**src/verilog/lsu_pkg.sv**
```systemverilog
// ----------------------------
// Shared widths, AMO and size encodings,
// core and memory request and response structs
// ----------------------------

package lsu_pkg;

  localparam int unsigned AddrWidth    = 32;
  localparam int unsigned DataWidth    = 32;
  localparam int unsigned TagWidth     = 5;
  localparam int unsigned IdWidth      = 8;
  // Local ID sits in the low bits, the port index right above it
  localparam int unsigned LocalIdWidth = 4;
  localparam int unsigned MemWords     = 256;

  typedef enum logic [1:0] {
    AMO_NONE = 2'd0,
    AMO_SWAP = 2'd1,
    AMO_ADD  = 2'd2
  } amo_op_e;

  typedef enum logic [1:0] {
    SIZE_BYTE = 2'd0,
    SIZE_HALF = 2'd1,
    SIZE_WORD = 2'd2
  } size_e;

  typedef struct packed {
    logic [TagWidth-1:0]  tag;
    logic                 write;
    logic                 sign_ext;
    logic [AddrWidth-1:0] addr;
    logic [DataWidth-1:0] data;
    size_e                size;
    amo_op_e              amo;
  } core_req_t;

  typedef struct packed {
    logic [TagWidth-1:0]  tag;
    logic [DataWidth-1:0] data;
    logic                 error;
  } core_rsp_t;

  // Address is the byte address with the two low bits cleared
  typedef struct packed {
    logic [AddrWidth-1:0]   addr;
    logic                   write;
    amo_op_e                amo;
    logic [DataWidth-1:0]   data;
    logic [DataWidth/8-1:0] strb;
    logic [IdWidth-1:0]     id;
  } mem_req_t;

  typedef struct packed {
    logic [DataWidth-1:0] data;
    logic                 error;
    logic [IdWidth-1:0]   id;
  } mem_rsp_t;

endpackage

```
**src/verilog/tcdm_xbar.sv**
```systemverilog
// ----------------------------
// Round-robin request arbiter and
// ID-routed response demux
// ----------------------------

module tcdm_xbar
  import lsu_pkg::*;
#(
  parameter int unsigned NumPorts = 4
) (
  input  logic                clk_i,
  input  logic                rst_i,
  // Port side
  input  mem_req_t            port_req_i       [NumPorts],
  input  logic [NumPorts-1:0] port_req_valid_i,
  output logic [NumPorts-1:0] port_req_ready_o,
  output mem_rsp_t            port_rsp_o       [NumPorts],
  output logic [NumPorts-1:0] port_rsp_valid_o,
  input  logic [NumPorts-1:0] port_rsp_ready_i,
  // Memory side
  output mem_req_t            mem_req_o,
  output logic                mem_req_valid_o,
  input  logic                mem_req_ready_i,
  input  mem_rsp_t            mem_rsp_i,
  input  logic                mem_rsp_valid_i,
  output logic                mem_rsp_ready_o
);

  localparam int unsigned PortW      = (NumPorts > 1) ? $clog2(NumPorts) : 1;
  localparam int unsigned PortFieldW = IdWidth - LocalIdWidth;

  logic [PortW-1:0]      ptr_q;
  logic [PortW-1:0]      cand_idx;
  logic [PortW-1:0]      gnt_idx;
  logic                  gnt_found;
  logic [PortFieldW-1:0] rsp_port;
  logic                  rsp_port_ok;

  // ----------------------------
  // Request arbitration
  // ----------------------------
  // Search starts at the pointer and wraps around
  always_comb begin
    gnt_found = 1'b0;
    gnt_idx   = '0;
    cand_idx  = '0;
    for (int i = 0; i < NumPorts; i++) begin
      cand_idx = PortW'((int'(ptr_q) + i) % NumPorts);
      if (!gnt_found && port_req_valid_i[cand_idx]) begin
        gnt_found = 1'b1;
        gnt_idx   = cand_idx;
      end
    end
  end

  always_comb begin
    mem_req_o = port_req_i[gnt_idx];
    // Port index goes into the upper id bits
    mem_req_o.id[IdWidth-1:LocalIdWidth] = PortFieldW'(gnt_idx);
  end

  assign mem_req_valid_o = gnt_found;

  always_comb begin
    for (int p = 0; p < NumPorts; p++) begin
      port_req_ready_o[p] = mem_req_ready_i & gnt_found & (gnt_idx == PortW'(p));
    end
  end

  // Next search begins just past the port that was served
  always_ff @(posedge clk_i or posedge rst_i) begin
    if (rst_i) begin
      ptr_q <= '0;
    end else if (mem_req_valid_o && mem_req_ready_i) begin
      if (int'(gnt_idx) == NumPorts - 1) begin
        ptr_q <= '0;
      end else begin
        ptr_q <= gnt_idx + 1'b1;
      end
    end
  end

  // ----------------------------
  // Response routing
  // ----------------------------
  assign rsp_port    = mem_rsp_i.id[IdWidth-1:LocalIdWidth];
  assign rsp_port_ok = (int'(rsp_port) < NumPorts);

  always_comb begin
    for (int p = 0; p < NumPorts; p++) begin
      port_rsp_o[p]       = mem_rsp_i;
      port_rsp_valid_o[p] = mem_rsp_valid_i && (rsp_port == PortFieldW'(p));
    end
  end

  // Responses for a port that does not exist are drained
  assign mem_rsp_ready_o = rsp_port_ok ? port_rsp_ready_i[rsp_port[PortW-1:0]] : 1'b1;

endmodule

```
**config.mk**
```make
export PLATFORM = sky130hd
export DESIGN_NAME = tcdm_xbar
export DESIGN_NICKNAME = d
export VERILOG_FILES = /design/src/verilog/lsu_pkg.sv /design/src/verilog/tcdm_xbar.sv
export SDC_FILE = /design/constraint.sdc
export NUM_CORES = 1
export LEC_CHECK = 0
export BUFFER_PORTS_ARGS = -buffer_cell sky130_fd_sc_hd__buf_2
export CORE_AREA = 3 3 241 243
export DETAILED_ROUTE_END_ITERATION = 10
export DIE_AREA = 0 0 244 246
export PLACE_DENSITY_LB_ADDON = 0.05
export SYNTH_ARGS = -nofsm -noshare
export SYNTH_HDL_FRONTEND = slang
export SYNTH_SLANG_ARGS = --single-unit
```
**constraint.sdc**
```tcl
create_clock -name clk_i -period 1.7 [get_ports clk_i]
set_input_delay 0.085 -clock clk_i [delete_from_list [all_inputs] [get_ports clk_i]]
set_output_delay 0.085 -clock clk_i [all_outputs]
set_load 0.05 [all_outputs]
```
# == Yosys cells after proc, flatten, opt, wreduce, memory -nomap -nowiden ==
# Cells that the tools add are included.
# word_totals
input_bits,369
ff_bits,2
wordCells,60
# classes
n_addsub,4
n_mux,23
bitwise,6
n_lt_le_gt_ge,7
n_eq_ne,6
reduce_logical,13
# ops
operator,count
79-bit binary-select mux with 2-bit select,1
79-bit 2-to-1 mux,2
2-bit by 3-bit less-than comparator with 1-bit output (second input constant),5
1-bit binary-select mux with 2-bit select,5
1-bit 2-to-1 mux,10
2-bit 2-to-1 mux,5
4-bit by 2-bit equality test with 1-bit output (second input constant),2
1-bit logical AND,8
1-bit AND,5
2-bit by 1-bit adder with 2-bit output (second input constant),2
2-bit adder (second input constant),2
2-bit equality test (second input constant),2
4-bit by 1-bit equality test with 1-bit output (second input constant),1
4-bit logical NOT,1
4-bit by 3-bit less-than comparator with 1-bit output (second input constant),1
3-bit >= comparator (second input constant),1
1-bit logical NOT,3
2-bit NOT with 3-bit output,1
2-bit by 1-bit equality test with 1-bit output (second input constant),1
2-bit logical NOT,1

# == Longest topological paths before layout ==
# logic_depth
depth_word,16
ltp_mapped,7
depth_no_buf,5

# == Worst setup path after synthesis ==
# Ideal clock, no wire load.
# synth_path
path_kind,register -> output
start,reg ptr_q[1]
end,out mem_req_o[48] (netlist bit)
slack_ns,-0.635
n_path_buf,3
stages_incl_launch_ff,8
arrival_time_ns,2.250
required_ns,1.615
path_cell_list,dfrtp_1 -> mux2i_1 -> nor2_1 -> a311oi_1 -> buf_4 -> buf_12 -> buf_12 -> mux2i_1
# synth_rtl
item,line_no,source
from (decl),tcdm_xbar.sv:32,logic [PortW-1:0] ptr_q;
from (signal assigned),tcdm_xbar.sv:78,ptr_q <= gnt_idx + 1'b1;
to (decl),tcdm_xbar.sv:21,"output mem_req_t mem_req_o,"

==> summary.txt <==
Timing
  – Final worst-path cycle share: 130%
  – Fmax: 453 MHz
  – Fin Hold WS: approximately 0.17 ns
  – Endpoints failing setup: between 80 and 90
  – Pins Over Slew Limit: 0
  – RSZ-0062 raised after global routing: yes
  – Setup_tns: -36.15 ns
  – Max Clock Skew: approximately 0.0018 ns
  – Final hold violation count: 0
  – Min Clock Period, post-route: 2.21 ns
  – Final WS setup: -0.507 ns

Detailed routing
  – Wirelength per Cell: around 15 um
  – First-pass iteration count of the detailed router: 4
  – Routed WL: 22,500 um
  – Via count: between 4,000 and 5,000
  – Post-route ant nets: 0
  – Vias per cell: roughly 2.8
  – DRT iter0 DRCs: 71
  – Drt drc: 0

Finish
  – Final net count: between 1,000 and 1,500
  – Largest regs: ptr_q: 2 flops
  – P&R area growth vs syn: 111%
  – Seq. cell area: roughly 51 um2
  – Largest register by flop count: ptr_q
  – Area of the multi-input gates: 0.00357 mm2
  – Fillers: 6,438
  – Share of cells above drive strength 1: a little under nine tenths
  – Largest register FFs: 2

Logic synthesis
  – Distinct cells, synth: 23
  – Avg Cell Area, Syn: between 9 and 10 um2
  – Mapped Area: around 0.0041 mm2
  – FF+latch count, synth: 2
  – Seq/Total Area, Yosys: roughly 1.2%
  – Synth Warn #: 0
  – Post-Synthesis Cells: between 400 and 500

Setup path
  – Critical-path maximum fanout: 8
  – Startpoint Class: flip-flop
  – WS Path Type: flip-flop to primary output
  – Setup crit end kind: primary output
  – Critical Path AT: roughly 2.1 ns
  – R2R setup slack: -0.30 ns
  – Req. time, crit path: 1.62 ns

Global routing
  – First-pass GRT wire length: a little over 30,000 um
  – Grt total ovfl: 0
  – Number of global-route vias before repair: between 4,000 and 5,000
  – Pin count of the biggest net entering global routing: 14
  – Antenna violations before repair: 7
  – Total GRT Usage: 6.66%

Power
  – Pwr Total: around 12,000 uW
  – Max IR drop VDD: 0.545 mV
  – Pwr dens: between 1000 and 1500 mW/mm2
  – Pleak: around 0.0037 uW

Die
  – Die H: 246 um
  – Core area: ~0.056 mm2
  – Starting density of the core: 7.23%
  – Die Area: roughly 0.06 mm2
  – Die W: approximately 240 um
  – Row count: 87
  – Num ports: slightly above 600

CTS
  – Root buffer cell: clkbuf_16
  – Sinks on Clock Net: 2
  – Worst-path clk slew: about 0.03 ns
  – Htree depth: 1
  – CTS tree: built
  – Clock latency on the worst-skew pair: ~0.22 ns
  – Num CTS Buffers: 3
  – Clk buf depth: 2

Run status
  – Status: complete, but fails checks
  – Failing checks: negative setup slack

Placed design
  – Routability cong.: approximately 0.7
  – DP HPWL: 18,700 um
  – Pre-CTS WS: -0.406 ns
  – IO Port Bufs: around 420

Min path
  – Worst min path class: input port to primary output

Job
  – Max-cap violations: 0
-- layer usage --
metal	GRT usage, %	wire (um)	vias up
li1	-	-	2040
met1	6.48	7380	1882
met2	13.1	12600	289
met3	2.85	2350	6
met4	1.12	89	2
met5	0	20	-
-- layout by cell type, fill, tap and decap left out, drive strengths merged, types with 3 or more instances in the layout --
cell type,netlist,layout
a21oi,3,3
nor3,3,3
inv,4,4
clkbuf,0,10
buf,192,485
mux2i,227,227
nor2,4,4
-- cell families (layout without fill, tap and decap cells) --
family          after synthesis  in the layout  synth area share, %
flops                         2              2                 1.23
compound gates                7              7                 1.42
other cells                   1              4               0.0924
buf+inv                     196            500                 38.1
simple gates                 16             16                 2.65
mux                         228            228                 56.5
-- where the power goes --
| group | internal (uW) | switching, uW |
|---|---|---|
| clock network | 299 | 52.2 |
| logic | 5650 | 5930 |
| registers | 70.2 | 22.0 |
-- stage by stage --
step / instances / util (%) / instance area (um2)
2_1_floorplan: 451 / - / 4470
3_3_place_gp: 1483 / 12.1 / 6820
3_5_place_dp: 1483 / 12.1 / 6820
4_1_cts: 1498 / 13.9 / 7800
5_1_grt: 1513 / 15.2 / 8560
6_report: 1513 / 15.2 / 8560
-- cells in the mapped netlist, drive strengths merged --
master  number  area share (%)
a211o        1            0.22
a21oi        3            0.37
a311oi       1            0.22
and3b        1            0.22
buf        192              38
conb         1           0.092
dfrtp        2             1.2
inv          4            0.37
mux2i      227              56
mux4         1            0.55
nand2        2            0.25
nand2b       2            0.31
nand3        1            0.12
nor2         4            0.37
nor3         3            0.49
nor3b        2            0.62
o21ai        1            0.12
o2bb2a       1            0.49
or4          1            0.28
-- repair_timing --
action / 4_1_cts / 5_1_grt
hold buffers: 1 / 0
pin swaps: 2 / 6
setup endpoints to repair: 82 / 82
setup buffers: 8 / 6
resized for setup: 193 / 94
cloned: 3 / 7
endpoints found under the hold margin: 2 / 0
-- worst max-delay path, stage by stage, from the launching register on --
cell and delay (ns):
dfrtp_2 0.39, mux2i_1 0.23, nor2_2 0.08, a311oi_4 0.21, buf_4 0.16, buf_12 0.18, buf_8 0.15, buf_6 0.10
mux2i_4 0.21, buf_6 0.18
-- worst paths after layout --
kind,startpoint,endpoint,cells past startpoint
max,ptr_q[1],mem_req_o[36],9
min,mem_rsp_i[26],port_rsp_o[26],0
max reg2reg,ptr_q[1],ptr_q[1],9
min reg2reg,ptr_q[0],ptr_q[0],3
max in group asynchronous,rst_i,ptr_q[1],3
min in group asynchronous,rst_i,ptr_q[1],3
-- layout make-up --
| type | count | area share (%) |
|---|---|---|
| Clock buffer | 3 | 0.877 |
| Multi-Input combinational cell | 253 | 41.7 |
| Antenna cell | 2 | 0.0585 |
| Tap cell | 756 | 11.0 |
| Sequential cell | 2 | 0.599 |
| Inverter | 4 | 0.175 |
| Timing Repair Buffer | 493 | 45.6 |
(Power assumes the default switching activity.)
