$ cat src/verilog/lsu_pkg.sv
// ----------------------------
// Shared widths, AMO and size encodings,
// core and memory request and response structs
// ----------------------------

package lsu_pkg;

  localparam int unsigned AddrWidth    = 32;
  localparam int unsigned DataWidth    = 32;
  localparam int unsigned TagWidth     = 5;
  localparam int unsigned IdWidth      = 8;
  // Local ID sits in the low bits, the port index right above it
  localparam int unsigned LocalIdWidth = 4;
  localparam int unsigned MemWords     = 256;

  typedef enum logic [1:0] {
    AMO_NONE = 2'd0,
    AMO_SWAP = 2'd1,
    AMO_ADD  = 2'd2
  } amo_op_e;

  typedef enum logic [1:0] {
    SIZE_BYTE = 2'd0,
    SIZE_HALF = 2'd1,
    SIZE_WORD = 2'd2
  } size_e;

  typedef struct packed {
    logic [TagWidth-1:0]  tag;
    logic                 write;
    logic                 sign_ext;
    logic [AddrWidth-1:0] addr;
    logic [DataWidth-1:0] data;
    size_e                size;
    amo_op_e              amo;
  } core_req_t;

  typedef struct packed {
    logic [TagWidth-1:0]  tag;
    logic [DataWidth-1:0] data;
    logic                 error;
  } core_rsp_t;

  // Address is the byte address with the two low bits cleared
  typedef struct packed {
    logic [AddrWidth-1:0]   addr;
    logic                   write;
    amo_op_e                amo;
    logic [DataWidth-1:0]   data;
    logic [DataWidth/8-1:0] strb;
    logic [IdWidth-1:0]     id;
  } mem_req_t;

  typedef struct packed {
    logic [DataWidth-1:0] data;
    logic                 error;
    logic [IdWidth-1:0]   id;
  } mem_rsp_t;

endpackage

$ cat src/verilog/lsu_unit.sv
// ----------------------------
// Load/store unit with ID table for
// out-of-order responses, alignment and extension
// ----------------------------

module lsu_unit
  import lsu_pkg::*;
#(
  parameter int unsigned NumOutstanding = 4,
  parameter int unsigned PortIdx        = 0
) (
  input  logic      clk_i,
  input  logic      rst_i,
  // Core request
  input  core_req_t core_req_i,
  input  logic      core_req_valid_i,
  output logic      core_req_ready_o,
  // Core response
  output core_rsp_t core_rsp_o,
  output logic      core_rsp_valid_o,
  input  logic      core_rsp_ready_i,
  // Memory request
  output mem_req_t  mem_req_o,
  output logic      mem_req_valid_o,
  input  logic      mem_req_ready_i,
  // Memory response
  input  mem_rsp_t  mem_rsp_i,
  input  logic      mem_rsp_valid_i,
  output logic      mem_rsp_ready_o
);

  localparam int unsigned IdxW       = (NumOutstanding > 1) ? $clog2(NumOutstanding) : 1;
  localparam int unsigned PortFieldW = IdWidth - LocalIdWidth;

  typedef struct packed {
    logic                write;
    logic [TagWidth-1:0] tag;
    logic                sign_ext;
    logic [1:0]          offset;
    size_e               size;
  } meta_t;

  // ----------------------------
  // ID table
  // ----------------------------
  logic [NumOutstanding-1:0] id_available_d, id_available_q;
  meta_t [NumOutstanding-1:0] meta_d, meta_q;
  meta_t                     req_meta;
  meta_t                     rsp_meta;
  logic [IdxW-1:0]           req_id;
  logic [IdxW-1:0]           rsp_id;
  logic                      id_table_push;
  logic                      id_table_pop;
  logic                      id_table_full;
  logic                      rsp_mine;

  // Response data path
  logic [DataWidth-1:0]   rsp_shifted;
  logic [DataWidth-1:0]   ld_data;
  logic [2*DataWidth-1:0] wdata_rot;

  // AMO results always go back to the core
  assign req_meta = '{
    write:    core_req_i.write && (core_req_i.amo == AMO_NONE),
    tag:      core_req_i.tag,
    sign_ext: core_req_i.sign_ext,
    offset:   core_req_i.addr[1:0],
    size:     core_req_i.size
  };

  // Lowest free entry wins
  always_comb begin
    req_id = '0;
    for (int i = NumOutstanding - 1; i >= 0; i--) begin
      if (id_available_q[i]) begin
        req_id = IdxW'(i);
      end
    end
  end

  assign id_table_full = ~|id_available_q;
  assign id_table_push = mem_req_valid_o & mem_req_ready_i;
  assign id_table_pop  = mem_rsp_valid_i & mem_rsp_ready_o & rsp_mine;

  always_comb begin
    id_available_d = id_available_q;
    meta_d         = meta_q;
    if (id_table_push) begin
      id_available_d[req_id] = 1'b0;
      meta_d[req_id]         = req_meta;
    end
    if (id_table_pop) begin
      id_available_d[rsp_id] = 1'b1;
    end
  end

  always_ff @(posedge clk_i or posedge rst_i) begin
    if (rst_i) begin
      id_available_q <= '1;
    end else begin
      id_available_q <= id_available_d;
    end
  end

  always_ff @(posedge clk_i) begin
    meta_q <= meta_d;
  end

  // ----------------------------
  // Request
  // ----------------------------
  assign mem_req_valid_o = core_req_valid_i & ~id_table_full;
  assign core_req_ready_o = mem_req_ready_i & ~id_table_full;

  // Rotate write data left by the byte offset
  assign wdata_rot = {core_req_i.data, core_req_i.data} << {core_req_i.addr[1:0], 3'b000};

  always_comb begin
    mem_req_o.addr  = {core_req_i.addr[AddrWidth-1:2], 2'b00};
    mem_req_o.write = core_req_i.write;
    mem_req_o.amo   = core_req_i.amo;
    mem_req_o.data  = wdata_rot[2*DataWidth-1:DataWidth];
    mem_req_o.id    = IdWidth'(req_id);
    case (core_req_i.size)
      SIZE_BYTE: mem_req_o.strb = 4'b0001 << core_req_i.addr[1:0];
      SIZE_HALF: mem_req_o.strb = 4'b0011 << core_req_i.addr[1:0];
      SIZE_WORD: mem_req_o.strb = 4'b1111;
      default:   mem_req_o.strb = 4'b0000;
    endcase
  end

  // ----------------------------
  // Response
  // ----------------------------
  assign rsp_id   = mem_rsp_i.id[IdxW-1:0];
  assign rsp_meta = meta_q[rsp_id];
  // The crossbar tags every response with its port, stray ones are dropped
  assign rsp_mine = (mem_rsp_i.id[IdWidth-1:LocalIdWidth] == PortFieldW'(PortIdx));

  assign rsp_shifted = mem_rsp_i.data >> {rsp_meta.offset, 3'b000};

  always_comb begin
    case (rsp_meta.size)
      SIZE_BYTE: ld_data = {{24{rsp_shifted[7] & rsp_meta.sign_ext}}, rsp_shifted[7:0]};
      SIZE_HALF: ld_data = {{16{rsp_shifted[15] & rsp_meta.sign_ext}}, rsp_shifted[15:0]};
      default:   ld_data = rsp_shifted;
    endcase
  end

  assign core_rsp_o.tag   = rsp_meta.tag;
  assign core_rsp_o.data  = ld_data;
  assign core_rsp_o.error = mem_rsp_i.error;

  // Store responses are swallowed here
  assign core_rsp_valid_o = mem_rsp_valid_i & rsp_mine & ~rsp_meta.write;
  assign mem_rsp_ready_o  = core_rsp_ready_i | rsp_meta.write | ~rsp_mine;

endmodule

$ cat config.mk
export PLATFORM = sky130hd
export DESIGN_NAME = lsu_unit
export DESIGN_NICKNAME = d
export VERILOG_FILES = /design/src/verilog/lsu_pkg.sv /design/src/verilog/lsu_unit.sv
export SDC_FILE = /design/constraint.sdc
export NUM_CORES = 1
export LEC_CHECK = 0
export BUFFER_PORTS_ARGS = -buffer_cell sky130_fd_sc_hd__buf_2
export CAP_MARGIN = 10
export CORE_AREA = 8 8 100 102
export CTS_CLUSTER_SIZE = 40
export DETAILED_ROUTE_END_ITERATION = 6
export DIE_AREA = 0 0 108 110
export GPL_ROUTABILITY_DRIVEN = 0
export PLACE_DENSITY = 0.84
export SLEW_MARGIN = 40
export SYNTH_ARGS = -nofsm -noshare
export SYNTH_HDL_FRONTEND = slang
export SYNTH_SLANG_ARGS = --single-unit
$ cat constraint.sdc
create_clock -name clk_i -period 3.1 [get_ports clk_i]
set_input_delay 0 -clock clk_i [delete_from_list [all_inputs] [get_ports clk_i]]
set_output_delay 0 -clock clk_i [all_outputs]
set_load 0.01 [all_outputs]
[Word-level counts from Yosys, hierarchy flattened]
Cells that the tools add are included.
Word-level totals
  word-level logic and storage cells: 73
  output and inout port bits: 121
  bits in registers: 48
Cells by class
  mux-type cells: 17
  shifts and indexed selects: 4
  order comparisons: 4
  bitwise operators: 16
  reductions and logical operators: 8
  equality and inequality tests: 3
Operators with widths (number)
  one-hot mux 32 bit (2 select lines): 1
  << shifter 64 x 5 -> 64 bit: 1
  bitwise mux 44 bit: 1
  right shift 32 x 5 -> 32 bit: 1
  binary-select mux 11 bit (select 2 bit): 1
  demux 11 bit (select 2 bit): 1
  2-to-1 mux 11 bit: 2
  one-hot mux 4 bit (3 select lines): 1
  AND 1 bit: 9
  2-to-1 mux 2 bit: 4
  2-to-1 mux 4 bit: 2
  zero test 2 bit: 3
  < comparator 2 x 3 -> 1 bit, second input constant: 2
  AND 4 bit: 1
  demux 1 bit (select 2 bit): 2
  equality test 2 x 1 -> 1 bit, second input constant: 2
  >= comparator 2 x 1 -> 1 bit, second input constant: 2
  zero test 4 bit: 1
  inverter 4 bit: 1
  OR 4 bit: 1
  OR reduction 4 bit: 1
  << shifter 1 x 2 -> 4 bit, first input constant: 1
  << shifter 2 x 2 -> 4 bit, first input constant: 1
  logical AND 1 bit: 3
  4 further kinds: 7

[Longest topological paths before layout]
Gate-level depths: netlist of run 1.
  depth after elaboration: 13
  gate-level depth with buffers: 8

[Least setup slack after synthesis of run 1]
OpenSTA, ideal clock, no wires.
  kind: register to register
  start: register id_available_q[2]
  end: register meta_q[33] (netlist name), enable pin
  setup time: 0.380 ns
  path slack: 0.979 ns
  required time: 2.720 ns
  arrival: 1.741 ns
  cell stages (with the launch flop): 5
  clock period less this slack: 2.121 ns
  buffers on the path: 0
  path through: dfstp_2 inv_1 a211oi_1 nand3_1 nor2_1
On the way
  cells in the longest elaborated chain, start to end: 3
RTL lines
  from (decl): RTL line lsu_unit.sv:46  | logic [NumOutstanding-1:0] id_available_d, id_available_q;
  from (signal assigned): RTL line lsu_unit.sv:101  | id_available_q <= id_available_d;
  OR reduction 4 bit: RTL line lsu_unit.sv:81  | assign id_table_full = ~|id_available_q;
  AND 1 bit: RTL line lsu_unit.sv:112  | assign mem_req_valid_o = core_req_valid_i & ~id_table_full;
  AND 1 bit: RTL line lsu_unit.sv:82  | assign id_table_push = mem_req_valid_o & mem_req_ready_i;
  to (signal assigned): RTL line lsu_unit.sv:106  | meta_q <= meta_d;
  to (decl): RTL line lsu_unit.sv:47  | meta_t [NumOutstanding-1:0] meta_d, meta_q;
Every way passes these cells.
A chain may end at the register's enable or synchronous reset.

==> run_summary.xml, run 1 <==
<?xml version="1.0" encoding="UTF-8"?>
<metrics>
  <group name="global_route">
    <metric name="antenna_found_initial" unit="">0</metric>
    <metric name="pin_count_of_the_biggest_net_entering_global_routing" unit="">42</metric>
    <metric name="first_global_vias" unit="">3039</metric>
    <metric name="wire_length_of_the_first_global_routing_pass" unit="mm">15.5</metric>
    <metric name="global_route.overflow_total" unit="">0</metric>
    <metric name="gr-usage-all-layers" unit="%">16.3</metric>
  </group>
  <group name="critical_path">
    <metric name="timing.critical_path.to_type" unit="">primary output</metric>
    <metric name="setup.worst_path.start" unit="">meta_q[36]</metric>
    <metric name="critPathCapture" unit="">core_rsp_o[32]</metric>
    <metric name="critPathMaxFanout" unit="">28</metric>
    <metric name="r2r_path_start" unit="">id_available_q[2]</metric>
    <metric name="worstRegToRegCells" unit="">5</metric>
    <metric name="critical_path_cell_sequence" unit="">mux4_2, nand3b_1, nand2_1, o21ai_2, buf_4, nand2_2, buf_2</metric>
    <metric name="critical-path-max-stage-delay" unit="ps">770</metric>
    <metric name="worstPathArrival" unit="ps">2640</metric>
    <metric name="r2r_slack" unit="ps">990</metric>
    <metric name="r2r_path_end" unit="">meta_q[38]</metric>
    <metric name="required_arrival_time_at_the_worst_endpoint" unit="ps">3100</metric>
    <metric name="path_class" unit="">flop to primary output</metric>
    <metric name="cp_slowest_cell" unit="">sky130_fd_sc_hd__mux4_2</metric>
    <metric name="worst_setup_path_start_kind" unit="">flop</metric>
  </group>
  <group name="yosys">
    <metric name="synth-seq-cells" unit="">48</metric>
    <metric name="synth_cells" unit="">289</metric>
    <metric name="synth.area.top_cells" unit="">sky130_fd_sc_hd__edfxtp_1, sky130_fd_sc_hd__mux4_2, sky130_fd_sc_hd__buf_4, sky130_fd_sc_hd__mux4_1, sky130_fd_sc_hd__mux2i_1</metric>
    <metric name="synth_top_area_share" unit="%">34.5</metric>
    <metric name="netlist-cell-type-count" unit="">43</metric>
    <metric name="syn_area" unit="µm²">3830</metric>
    <metric name="proportion_of_synthesized_chip_area_in_sequential_cells" unit="%">37.2</metric>
    <metric name="synth_top_cell_by_area" unit="">sky130_fd_sc_hd__edfxtp_1</metric>
    <metric name="post_synth.cell_area_avg" unit="µm²">13.3</metric>
    <metric name="synth-warning-count" unit="">0</metric>
  </group>
  <group name="clocking">
    <metric name="sink_count_of_the_clock_tree" unit="">48</metric>
    <metric name="cts_repair_resize_count" unit="">0</metric>
    <metric name="tritoncts" unit="">yes</metric>
    <metric name="clock_insertion_delay_worst_skew" unit="ps">300</metric>
    <metric name="htree_levels" unit="">2</metric>
    <metric name="cts_root_buf" unit="">sky130_fd_sc_hd__clkbuf_8</metric>
    <metric name="cts_made_buffers" unit="">5</metric>
    <metric name="cts-root-to-sink-buffers" unit="">2</metric>
    <metric name="clkTransAtPathRegs" unit="ps">80</metric>
  </group>
  <group name="cells_and_area">
    <metric name="net_total_in_the_final_layout" unit="">546</metric>
    <metric name="final_cell_area" unit="µm²">4610</metric>
    <metric name="layout_cell_share_with_drive_strength_beyond_1" unit="%">58.6</metric>
    <metric name="area_growth_syn_to_layout" unit="%">20.4</metric>
    <metric name="n_antenna_cell" unit="">0</metric>
    <metric name="layout_common_cells" unit="">sky130_fd_sc_hd__buf_2, sky130_fd_sc_hd__edfxtp_1, sky130_fd_sc_hd__mux4_2</metric>
    <metric name="mostFrequentLayoutCell" unit="">sky130_fd_sc_hd__buf_2</metric>
    <metric name="final.fill_count" unit="">708</metric>
  </group>
  <group name="power_and_ir_drop">
    <metric name="combinationalPowerShare" unit="%">33.2</metric>
    <metric name="power.internal" unit="mW">1.25</metric>
    <metric name="netSwitchingPower" unit="µW">520</metric>
    <metric name="p_leak" unit="nW">1.96</metric>
    <metric name="seq_power_share" unit="%">42.3</metric>
    <metric name="irDropWorstVdd" unit="µV">411</metric>
    <metric name="clk_network_pwr_share" unit="%">24.4</metric>
    <metric name="power.density_cell_area" unit="nW/µm²">383</metric>
    <metric name="switching_share" unit="%">29.4</metric>
    <metric name="fin_total_pwr" unit="mW">1.77</metric>
  </group>
  <group name="die">
    <metric name="die_width" unit="µm">108</metric>
    <metric name="floorplan.initialDensity" unit="%">45.3</metric>
    <metric name="placement_rows" unit="">34</metric>
    <metric name="design.core.area" unit="µm²">8470</metric>
    <metric name="io_pins" unit="">243</metric>
    <metric name="fp.dieH" unit="µm">110</metric>
    <metric name="design.die.area" unit="µm²">11900</metric>
  </group>
  <group name="route">
    <metric name="vias_per_std_cell" unit="">5.54</metric>
    <metric name="detail_route.drc_violations" unit="">0</metric>
    <metric name="wirelength" unit="mm">10.4</metric>
    <metric name="detailedRoute.firstPassIterationCount" unit="">4</metric>
    <metric name="wire_per_inst" unit="µm">19.4</metric>
    <metric name="drt_first_iter_violations" unit="">149</metric>
    <metric name="route.vias.total" unit="">2951</metric>
    <metric name="postRouteAntennaNets" unit="">0</metric>
  </group>
  <group name="sta">
    <metric name="grt_setup_unrepaired" unit="">no</metric>
    <metric name="setup_ws" unit="ps">456</metric>
    <metric name="fin_crit_sh" unit="%">85.3</metric>
    <metric name="setup-violations-final" unit="">0</metric>
    <metric name="maxClockFrequency" unit="MHz">378</metric>
    <metric name="post_route_setup_tns" unit="ps">0</metric>
    <metric name="final.setup_skew" unit="ps">5.19</metric>
    <metric name="transition_time_at_the_pin_with_the_least_slew_margin" unit="ps">648</metric>
    <metric name="slew_headroom" unit="%">56.7</metric>
    <metric name="hold_viol" unit="">0</metric>
    <metric name="holdWs" unit="ps">0.00327</metric>
    <metric name="slew_viol_final" unit="">0</metric>
    <metric name="final_period_minus_worst_setup_slack" unit="ps">2640</metric>
  </group>
  <group name="placed_design">
    <metric name="io_buffer_count" unit="">170</metric>
    <metric name="placed_cell_area" unit="µm²">4430</metric>
    <metric name="detailedPlace.worstSlack" unit="ps">757</metric>
    <metric name="dpl.hpwl" unit="mm">8.29</metric>
  </group>
  <group name="run_status">
    <metric name="run_status" unit="">finished, final reports clean</metric>
  </group>
  <group name="job">
    <metric name="timing.max_cap.violations" unit="">0</metric>
  </group>
  <group name="worst_hold_path">
    <metric name="min-delay-path-class" unit="">input pin to primary output</metric>
  </group>
</metrics>
cell families (layout without fill, tap and decap cells):
group / Yosys count / count (layout) / share of synthesized area [%]
other: 1 / 8 / 0.0978
AND/OR/NAND/NOR: 66 / 66 / 8.98
multiplexers: 66 / 66 / 33.1
flip-flops: 48 / 48 / 37.2
AO/OA/AOI/OAI: 43 / 43 / 8.20
buffers and inverters: 65 / 194 / 12.4
through the flow:
stage                     std cells  util [%]
after floorplan                 296         -
after global placement          518      52.3
after detailed placement        518      52.4
after CTS                       533      54.5
after global routing            533      54.5
final                           533      54.5
worst max-delay path, delay by kind of cell, from the launching register on:
kind	cells	cell delay [ps]
flip-flops	1	370
buffers and inverters	2	380
multiplexers	1	770
AO/OA/AOI/OAI	1	480
AND/OR/NAND/NOR	3	350
timing repair:
| action | 4_1_cts | 5_1_grt |
|---|---|---|
| hold buffers | 7 | 0 |
| hold endpoints to repair | 28 | 0 |
| setup buffers | 0 | 0 |
| endpoints found under the setup margin | 0 | 0 |
synthesized netlist by cell type (all sizes together):
cell and instances:
nor3b 3, o31ai 1, o21ai 13, a21boi 1, a21oi 9, buf 56
nor3 1, nor4 2, mux2 9, edfxtp 44, a221oi 8, nor2 22
nand3b 1, mux4 43, and3 1, clkbuf 5, nand3 1, conb 1
and2b 1, inv 4, dfstp 4, nor2b 9, nand2 22, nand2b 3
a22o 2, o22ai 1, a211oi 8, mux2i 14
how the worst min path moves through the flow:
| stage | start | end | slack, ps | cells past startpoint |
|---|---|---|---|---|
| after floorplan | rst_i | id_available_q[0] | -40 | 1 |
| after global placement | core_req_i[42] | mem_req_o[53] | 0.07 | 0 |
| after detailed placement | core_req_i[42] | mem_req_o[53] | 0.07 | 0 |
| after CTS | core_req_i[42] | mem_req_o[53] | 0.07 | 0 |
| after global routing | core_req_i[64] | mem_req_o[75] | 0.03 | 0 |
| final | core_req_i[46] | mem_req_o[57] | 0.003 | 0 |
metal layers:
layer	up-vias	GRT usage, %	share of wire [%]
met5	-	0	0
met4	0	6.24	2.0
li1	1355	-	-
met2	130	30.6	56
met1	1445	17.2	35
met3	21	3.84	7.8
power by group through the flow:
stage | Combinational [mW] | Sequential [mW] | Clock, mW
2_1_floorplan | 0.399 | 0.757 | 0
3_3_place_gp | 0.563 | 0.758 | 0
3_5_place_dp | 0.582 | 0.760 | 0
6_report | 0.587 | 0.747 | 0.431
4_1_cts | 0.590 | 0.746 | 0.438
5_1_grt | 0.635 | 0.748 | 0.462
registers in the layout, summed over array words and instances (netlist names):
name            cells
id_available_q      4
meta_q             44
layout make-up:
| cell class | instances | area [µm²] | area share (%) |
|---|---|---|---|
| inverter | 4 | 15.0 | 0.325 |
| tap | 108 | 135 | 2.93 |
| sequential | 48 | 1430 | 30.9 |
| timing repair buffer | 182 | 963 | 20.9 |
| multi-input combinational | 183 | 1970 | 42.6 |
| clock buffer | 5 | 68.8 | 1.49 |
| clock inverter | 3 | 37.5 | 0.814 |
No activity file was read; power rests on OpenSTA's default activity.
==> inputs of run 2 (changes only) <==
- CORE_AREA: 8 8 100 102 -> 8 8 90 112
- DIE_AREA: 0 0 108 110 -> 0 0 98 120
- PLACE_DENSITY: 0.84 -> 0.85
==> run 2 against run 1 <==
Against the previous run:
- combinational power about the same
- power fell by 4.8%
- maximum frequency increased by 2.9%
- first-iteration DRC count shrank 13%
- clock-buffer cell count up 1
- final area decreased by 0.87%
- wire length increased by 0.51%
- register-to-register slack improved by 390 ps
- hold slack about the same
==> run_summary.xml, run 2 (synthesis gave the netlist of run 1 again) <==
<?xml version="1.0" encoding="UTF-8"?>
<metrics>
  <group name="run_status">
    <metric name="run_status" unit="">finished, final reports clean</metric>
  </group>
  <group name="global_route">
    <metric name="gr-usage-met1" unit="%">16.1</metric>
    <metric name="antenna_found_initial" unit="">1</metric>
    <metric name="global_route.overflow_total" unit="">0</metric>
    <metric name="global_route.usage.met2" unit="%">30.9</metric>
    <metric name="global_route.peak_usage_layer" unit="">met2</metric>
    <metric name="first_global_vias" unit="">3237</metric>
    <metric name="wire_length_of_the_first_global_routing_pass" unit="mm">16.4</metric>
    <metric name="groute.layer.met3.usage" unit="%">8.00</metric>
    <metric name="pin_count_of_the_biggest_net_entering_global_routing" unit="">42</metric>
    <metric name="gr-usage-all-layers" unit="%">17.2</metric>
  </group>
  <group name="sta">
    <metric name="slew_headroom" unit="%">56.0</metric>
    <metric name="fin_crit_sh" unit="%">82.9</metric>
    <metric name="setup_ws" unit="ps">530</metric>
    <metric name="holdWs" unit="ps">0.00357</metric>
    <metric name="post_route_setup_tns" unit="ps">0</metric>
    <metric name="final_period_minus_worst_setup_slack" unit="ps">2570</metric>
    <metric name="transition_time_at_the_pin_with_the_least_slew_margin" unit="ps">659</metric>
    <metric name="setup-violations-final" unit="">0</metric>
    <metric name="hold_viol" unit="">0</metric>
    <metric name="maxClockFrequency" unit="MHz">389</metric>
    <metric name="grt_setup_unrepaired" unit="">no</metric>
    <metric name="final.setup_skew" unit="ps">9.27</metric>
    <metric name="slew_viol_final" unit="">0</metric>
  </group>
  <group name="cells_and_area">
    <metric name="final_non_filler_cells" unit="">524</metric>
    <metric name="layout_common_cells" unit="">sky130_fd_sc_hd__buf_2, sky130_fd_sc_hd__edfxtp_1, sky130_fd_sc_hd__mux4_2</metric>
    <metric name="n_antenna_cell" unit="">0</metric>
    <metric name="layout.core_utilization" unit="%">54.3</metric>
    <metric name="net_total_in_the_final_layout" unit="">545</metric>
    <metric name="layout_cell_share_with_drive_strength_beyond_1" unit="%">58.5</metric>
    <metric name="mostFrequentLayoutCell" unit="">sky130_fd_sc_hd__buf_2</metric>
    <metric name="layout_top_registers" unit="">meta_q x44, id_available_q x4</metric>
    <metric name="top_register" unit="">meta_q</metric>
    <metric name="largest_register_ff_count" unit="">44</metric>
    <metric name="area_growth_syn_to_layout" unit="%">19.3</metric>
  </group>
  <group name="job">
    <metric name="timing.max_cap.violations" unit="">0</metric>
  </group>
  <group name="clocking">
    <metric name="cts-root-to-sink-buffers" unit="">2</metric>
    <metric name="clock_insertion_delay_worst_skew" unit="ps">300</metric>
    <metric name="cts_made_buffers" unit="">5</metric>
    <metric name="cts_repair_resize_count" unit="">0</metric>
    <metric name="htree_levels" unit="">2</metric>
    <metric name="sink_count_of_the_clock_tree" unit="">48</metric>
    <metric name="clkTransAtPathRegs" unit="ps">70</metric>
    <metric name="tritoncts" unit="">yes</metric>
    <metric name="cts_root_buf" unit="">sky130_fd_sc_hd__clkbuf_8</metric>
    <metric name="cts_post_setup_buffers_inserted" unit="">0</metric>
  </group>
  <group name="route">
    <metric name="wire_per_inst" unit="µm">19.9</metric>
    <metric name="detail_route.drc_violations" unit="">0</metric>
    <metric name="route.vias.total" unit="">3001</metric>
    <metric name="drt_first_iter_violations" unit="">129</metric>
    <metric name="detailedRoute.firstPassIterationCount" unit="">5</metric>
    <metric name="postRouteAntennaNets" unit="">0</metric>
    <metric name="vias_per_std_cell" unit="">5.73</metric>
    <metric name="wirelength" unit="mm">10.4</metric>
  </group>
  <group name="critical_path">
    <metric name="timing.critical_path.to_type" unit="">primary output</metric>
    <metric name="worst_setup_path_start_kind" unit="">flop</metric>
    <metric name="worstPathArrival" unit="ps">2570</metric>
    <metric name="path_class" unit="">flop to primary output</metric>
    <metric name="required_arrival_time_at_the_worst_endpoint" unit="ps">3100</metric>
    <metric name="critPathMaxFanout" unit="">28</metric>
  </group>
  <group name="die">
    <metric name="io_pins" unit="">243</metric>
    <metric name="fp.dieH" unit="µm">120</metric>
    <metric name="design.die.area" unit="µm²">11800</metric>
    <metric name="floorplan.initialDensity" unit="%">45.5</metric>
    <metric name="placement_rows" unit="">38</metric>
    <metric name="design.core.area" unit="µm²">8420</metric>
    <metric name="die_width" unit="µm">98</metric>
  </group>
  <group name="placed_design">
    <metric name="io_buffer_count" unit="">170</metric>
    <metric name="dpl.hpwl" unit="mm">8.32</metric>
    <metric name="detailedPlace.worstSlack" unit="ps">751</metric>
    <metric name="placedCellCount" unit="">509</metric>
  </group>
  <group name="power_and_ir_drop">
    <metric name="power.density_cell_area" unit="nW/µm²">368</metric>
    <metric name="irDropWorstVdd" unit="µV">275</metric>
    <metric name="p_leak" unit="nW">1.94</metric>
  </group>
  <group name="worst_hold_path">
    <metric name="min-delay-path-class" unit="">input pin to primary output</metric>
  </group>
</metrics>
[run 2: final timing paths]
path | start | slack, ps | depth (start not counted) | endpoint
min | core_req_i[66] | 0.004 | 0 | mem_req_o[77]
min reg2reg | id_available_q[3] | 520 | 2 | id_available_q[3]
max in group asynchronous | rst_i | 2670 | 3 | id_available_q[2]
max | meta_q[3] | 530 | 7 | core_rsp_o[17]
max reg2reg | id_available_q[2] | 1380 | 5 | meta_q[39]
min in group asynchronous | rst_i | 400 | 3 | id_available_q[3]
[run 2: layout make-up]
class | count | area, µm²
clock buffer | 6 | 72.6
clock inverter | 2 | 11.3
fill | 721 | 3840
inverter | 4 | 15.0
multi-input combinational | 183 | 1970
sequential | 48 | 1430
tap | 100 | 125
timing repair buffer | 181 | 956
[run 2: routing by layer]
| layer | part of all wire (%) | wire, µm | vias to the layer above |
|---|---|---|---|
| met1 | 33 | 3480 | 1435 |
| met3 | 11 | 1170 | 34 |
| met5 | 0.096 | 10 | - |
| met2 | 52 | 5390 | 176 |
| met4 | 3.4 | 353 | 2 |
| li1 | - | - | 1354 |
[run 2: where the power goes]
group	internal, mW	leakage, nW	total, mW	switching [mW]
combinational	0.274	1.46	0.589	0.314
clock	0.156	0.0388	0.346	0.190
sequential	0.736	0.439	0.746	0.0103
[run 2: stage by stage]
step                instance area [µm²]  total power, mW
floorplan                          3860             1.16
global placement                   4410             1.32
detailed placement                 4420             1.34
global route                       4570             1.77
CTS                                4570             1.69
finish                             4570             1.68
[run 2: timing repair]
action / CTS / global route
hold buffers: 7 / 0
hold endpoints to repair: 28 / 0
endpoints found under the setup margin: 0 / 0
[run 2: worst max-delay path: stages (launching register included)]
cell	delay, ps
sky130_fd_sc_hd__edfxtp_1	370
sky130_fd_sc_hd__mux4_2	750
sky130_fd_sc_hd__and2b_1	280
sky130_fd_sc_hd__a221oi_2	240
sky130_fd_sc_hd__o21ai_2	160
sky130_fd_sc_hd__buf_4	220
sky130_fd_sc_hd__o21ai_0	90
sky130_fd_sc_hd__buf_2	160
==> inputs of run 3 (changes only) <==
- CORE_AREA: 8 8 90 112 -> 8 8 93 116
- DIE_AREA: 0 0 98 120 -> 0 0 101 124
- PLACE_DENSITY: 0.85 -> 0.8
- clock period: 3.1 -> 2.55 ns (I/O delays scaled with it)
==> run 3 against run 2 <==
Against the previous run:
- sequential power grew 22%
- clock power grew 100%
- power is 39% higher
- worst setup slack worse by 350 ps
- first-iteration DRC count is 1.6% lower
- combinational power rose by 23%
- clock skew shrank 7.5 ps
- sequential cell count did not move
- final area is 4.1% higher
- die area is 6.5% higher
- sequential share of layout area down 1.2 points
- largest power group unchanged
==> run_summary.xml, run 3 (synthesis gave the netlist of run 1 again) <==
<?xml version="1.0" encoding="UTF-8"?>
<metrics>
  <group name="sta">
    <metric name="final.setup_skew" unit="ps">1.76</metric>
    <metric name="grt_setup_unrepaired" unit="">no</metric>
    <metric name="slew_headroom" unit="%">48.6</metric>
    <metric name="fin_crit_sh" unit="%">93.1</metric>
    <metric name="final_period_minus_worst_setup_slack" unit="ps">2380</metric>
    <metric name="slew_viol_final" unit="">0</metric>
    <metric name="transition_time_at_the_pin_with_the_least_slew_margin" unit="ps">771</metric>
    <metric name="setup-violations-final" unit="">0</metric>
    <metric name="maxClockFrequency" unit="MHz">421</metric>
    <metric name="hold_viol" unit="">0</metric>
    <metric name="post_route_setup_tns" unit="ps">0</metric>
    <metric name="holdWs" unit="ps">0.00393</metric>
  </group>
  <group name="cells_and_area">
    <metric name="largest_register_ff_count" unit="">44</metric>
    <metric name="layout_top_registers" unit="">meta_q x44, id_available_q x4</metric>
    <metric name="layout_cell_share_with_drive_strength_beyond_1" unit="%">59.8</metric>
    <metric name="top_register" unit="">meta_q</metric>
    <metric name="final_non_filler_cells" unit="">556</metric>
    <metric name="final_cell_area" unit="µm²">4760</metric>
    <metric name="mostFrequentLayoutCell" unit="">sky130_fd_sc_hd__buf_2</metric>
    <metric name="final.fill_count" unit="">794</metric>
    <metric name="layout_common_cells" unit="">sky130_fd_sc_hd__buf_2, sky130_fd_sc_hd__edfxtp_1, sky130_fd_sc_hd__mux4_2</metric>
    <metric name="area_growth_syn_to_layout" unit="%">24.2</metric>
    <metric name="net_total_in_the_final_layout" unit="">554</metric>
    <metric name="layout.core_utilization" unit="%">53.0</metric>
    <metric name="n_antenna_cell" unit="">0</metric>
  </group>
  <group name="route">
    <metric name="route.vias.total" unit="">3073</metric>
    <metric name="wire_per_inst" unit="µm">19.4</metric>
    <metric name="drt_first_iter_violations" unit="">127</metric>
    <metric name="detailedRoute.firstPassIterationCount" unit="">4</metric>
    <metric name="detail_route.drc_violations" unit="">0</metric>
    <metric name="postRouteAntennaNets" unit="">0</metric>
    <metric name="vias_per_std_cell" unit="">5.53</metric>
    <metric name="wirelength" unit="mm">10.8</metric>
  </group>
  <group name="global_route">
    <metric name="antenna_found_initial" unit="">2</metric>
    <metric name="first_global_vias" unit="">3322</metric>
    <metric name="gr-usage-all-layers" unit="%">16.7</metric>
    <metric name="global_route.overflow_total" unit="">0</metric>
    <metric name="pin_count_of_the_biggest_net_entering_global_routing" unit="">35</metric>
    <metric name="wire_length_of_the_first_global_routing_pass" unit="mm">16.4</metric>
  </group>
  <group name="clocking">
    <metric name="cts_root_buf" unit="">sky130_fd_sc_hd__clkbuf_16</metric>
    <metric name="htree_levels" unit="">2</metric>
    <metric name="sink_count_of_the_clock_tree" unit="">48</metric>
    <metric name="cts-root-to-sink-buffers" unit="">2</metric>
    <metric name="clock_insertion_delay_worst_skew" unit="ps">280</metric>
    <metric name="cts_made_buffers" unit="">5</metric>
    <metric name="clkTransAtPathRegs" unit="ps">60</metric>
    <metric name="tritoncts" unit="">yes</metric>
  </group>
  <group name="run_status">
    <metric name="run_status" unit="">finished, final reports clean</metric>
  </group>
  <group name="critical_path">
    <metric name="required_arrival_time_at_the_worst_endpoint" unit="ps">2550</metric>
    <metric name="timing.critical_path.to_type" unit="">primary output</metric>
    <metric name="worstPathArrival" unit="ps">2380</metric>
    <metric name="critPathMaxFanout" unit="">23</metric>
    <metric name="worstRegToRegCells" unit="">5</metric>
    <metric name="worst_setup_path_start_kind" unit="">flop</metric>
    <metric name="path_class" unit="">flop to primary output</metric>
  </group>
  <group name="die">
    <metric name="die_width" unit="µm">101</metric>
    <metric name="io_pins" unit="">243</metric>
    <metric name="floorplan.initialDensity" unit="%">42.7</metric>
    <metric name="fp.dieH" unit="µm">124</metric>
    <metric name="design.core.area" unit="µm²">8980</metric>
    <metric name="design.die.area" unit="µm²">12500</metric>
    <metric name="placement_rows" unit="">39</metric>
  </group>
  <group name="placed_design">
    <metric name="dpl.hpwl" unit="mm">8.86</metric>
    <metric name="io_buffer_count" unit="">170</metric>
    <metric name="placedCellCount" unit="">541</metric>
    <metric name="placed_cell_area" unit="µm²">4520</metric>
  </group>
  <group name="power_and_ir_drop">
    <metric name="power.density_cell_area" unit="nW/µm²">492</metric>
    <metric name="p_leak" unit="nW">2.03</metric>
    <metric name="irDropWorstVdd" unit="µV">553</metric>
  </group>
  <group name="worst_hold_path">
    <metric name="worstHoldPathCells" unit="">0</metric>
    <metric name="min-delay-path-class" unit="">input pin to primary output</metric>
  </group>
  <group name="job">
    <metric name="timing.max_cap.violations" unit="">0</metric>
  </group>
</metrics>
run 3: cell types whose count changed in the layout (fill, tap and decap cells not counted), moves of 2 or more:
cell,delta
sky130_fd_sc_hd__buf_2,+2
sky130_fd_sc_hd__buf_4,+6
sky130_fd_sc_hd__clkbuf_16,+5
sky130_fd_sc_hd__clkbuf_8,-5
run 3: report_power, final:
group | internal [mW] | leakage [nW] | switching, mW | total (mW)
Combinational | 0.345 | 1.51 | 0.382 | 0.727
Sequential | 0.896 | 0.439 | 0.0129 | 0.909
Clock | 0.460 | 0.0808 | 0.249 | 0.709
Total | 1.70 | 2.03 | 0.644 | 2.34
run 3: cell type report:
cell class                      count  area (µm²)  area share [%]
Clock buffer                        6         129            2.71
Timing Repair Buffer              190        1030            21.7
Tap cell                          123         154            3.23
Multi-Input combinational cell    183        1970            41.4
Sequential cell                    48        1430            30.0
Inverter                            4        15.0           0.315
Clock inverter                      2        35.0           0.736
run 3: through the flow:
step | total power, mW | setup slack [ps]
detailed placement | 1.64 | 258
floorplan | 1.41 | 429
global placement | 1.62 | 314
finish | 2.34 | 175
CTS | 2.37 | 137
global route | 2.46 | 26.5
run 3: repair_timing:
item | 4_1_cts | 5_1_grt
gates resized for setup | 1 | 1
hold buffers | 7 | 0
hold endpoints to repair | 28 | 0
setup buffers | 0 | 0
endpoints found under the setup margin | 6 | 1
run 3: critical path: stages (launching register included):
cell and delay (ps):
sky130_fd_sc_hd__edfxtp_1 350, sky130_fd_sc_hd__mux4_2 350, sky130_fd_sc_hd__buf_4 320, sky130_fd_sc_hd__nand3b_1 190
sky130_fd_sc_hd__nand2_1 110, sky130_fd_sc_hd__o21ai_4 430, sky130_fd_sc_hd__o21ai_0 160, sky130_fd_sc_hd__buf_2 170
run 3: metal layers:
layer	up-vias	share of wire, %	track usage [%]
met5	-	0.25	0
met4	4	2.9	7.28
met3	39	12	7.49
met2	184	52	31.2
met1	1465	32	15.2
li1	1381	-	-
run 3: path summary, 6_finish.rpt:
check                             startpoint           endpoint  slack [ps]
max                                meta_q[2]     core_rsp_o[17]         170
min                           core_req_i[54]      mem_req_o[65]       0.004
max reg2reg                id_available_q[2]         meta_q[36]         720
min reg2reg                id_available_q[1]  id_available_q[1]         520
max in group asynchronous              rst_i  id_available_q[1]        2120
min in group asynchronous              rst_i  id_available_q[2]         410
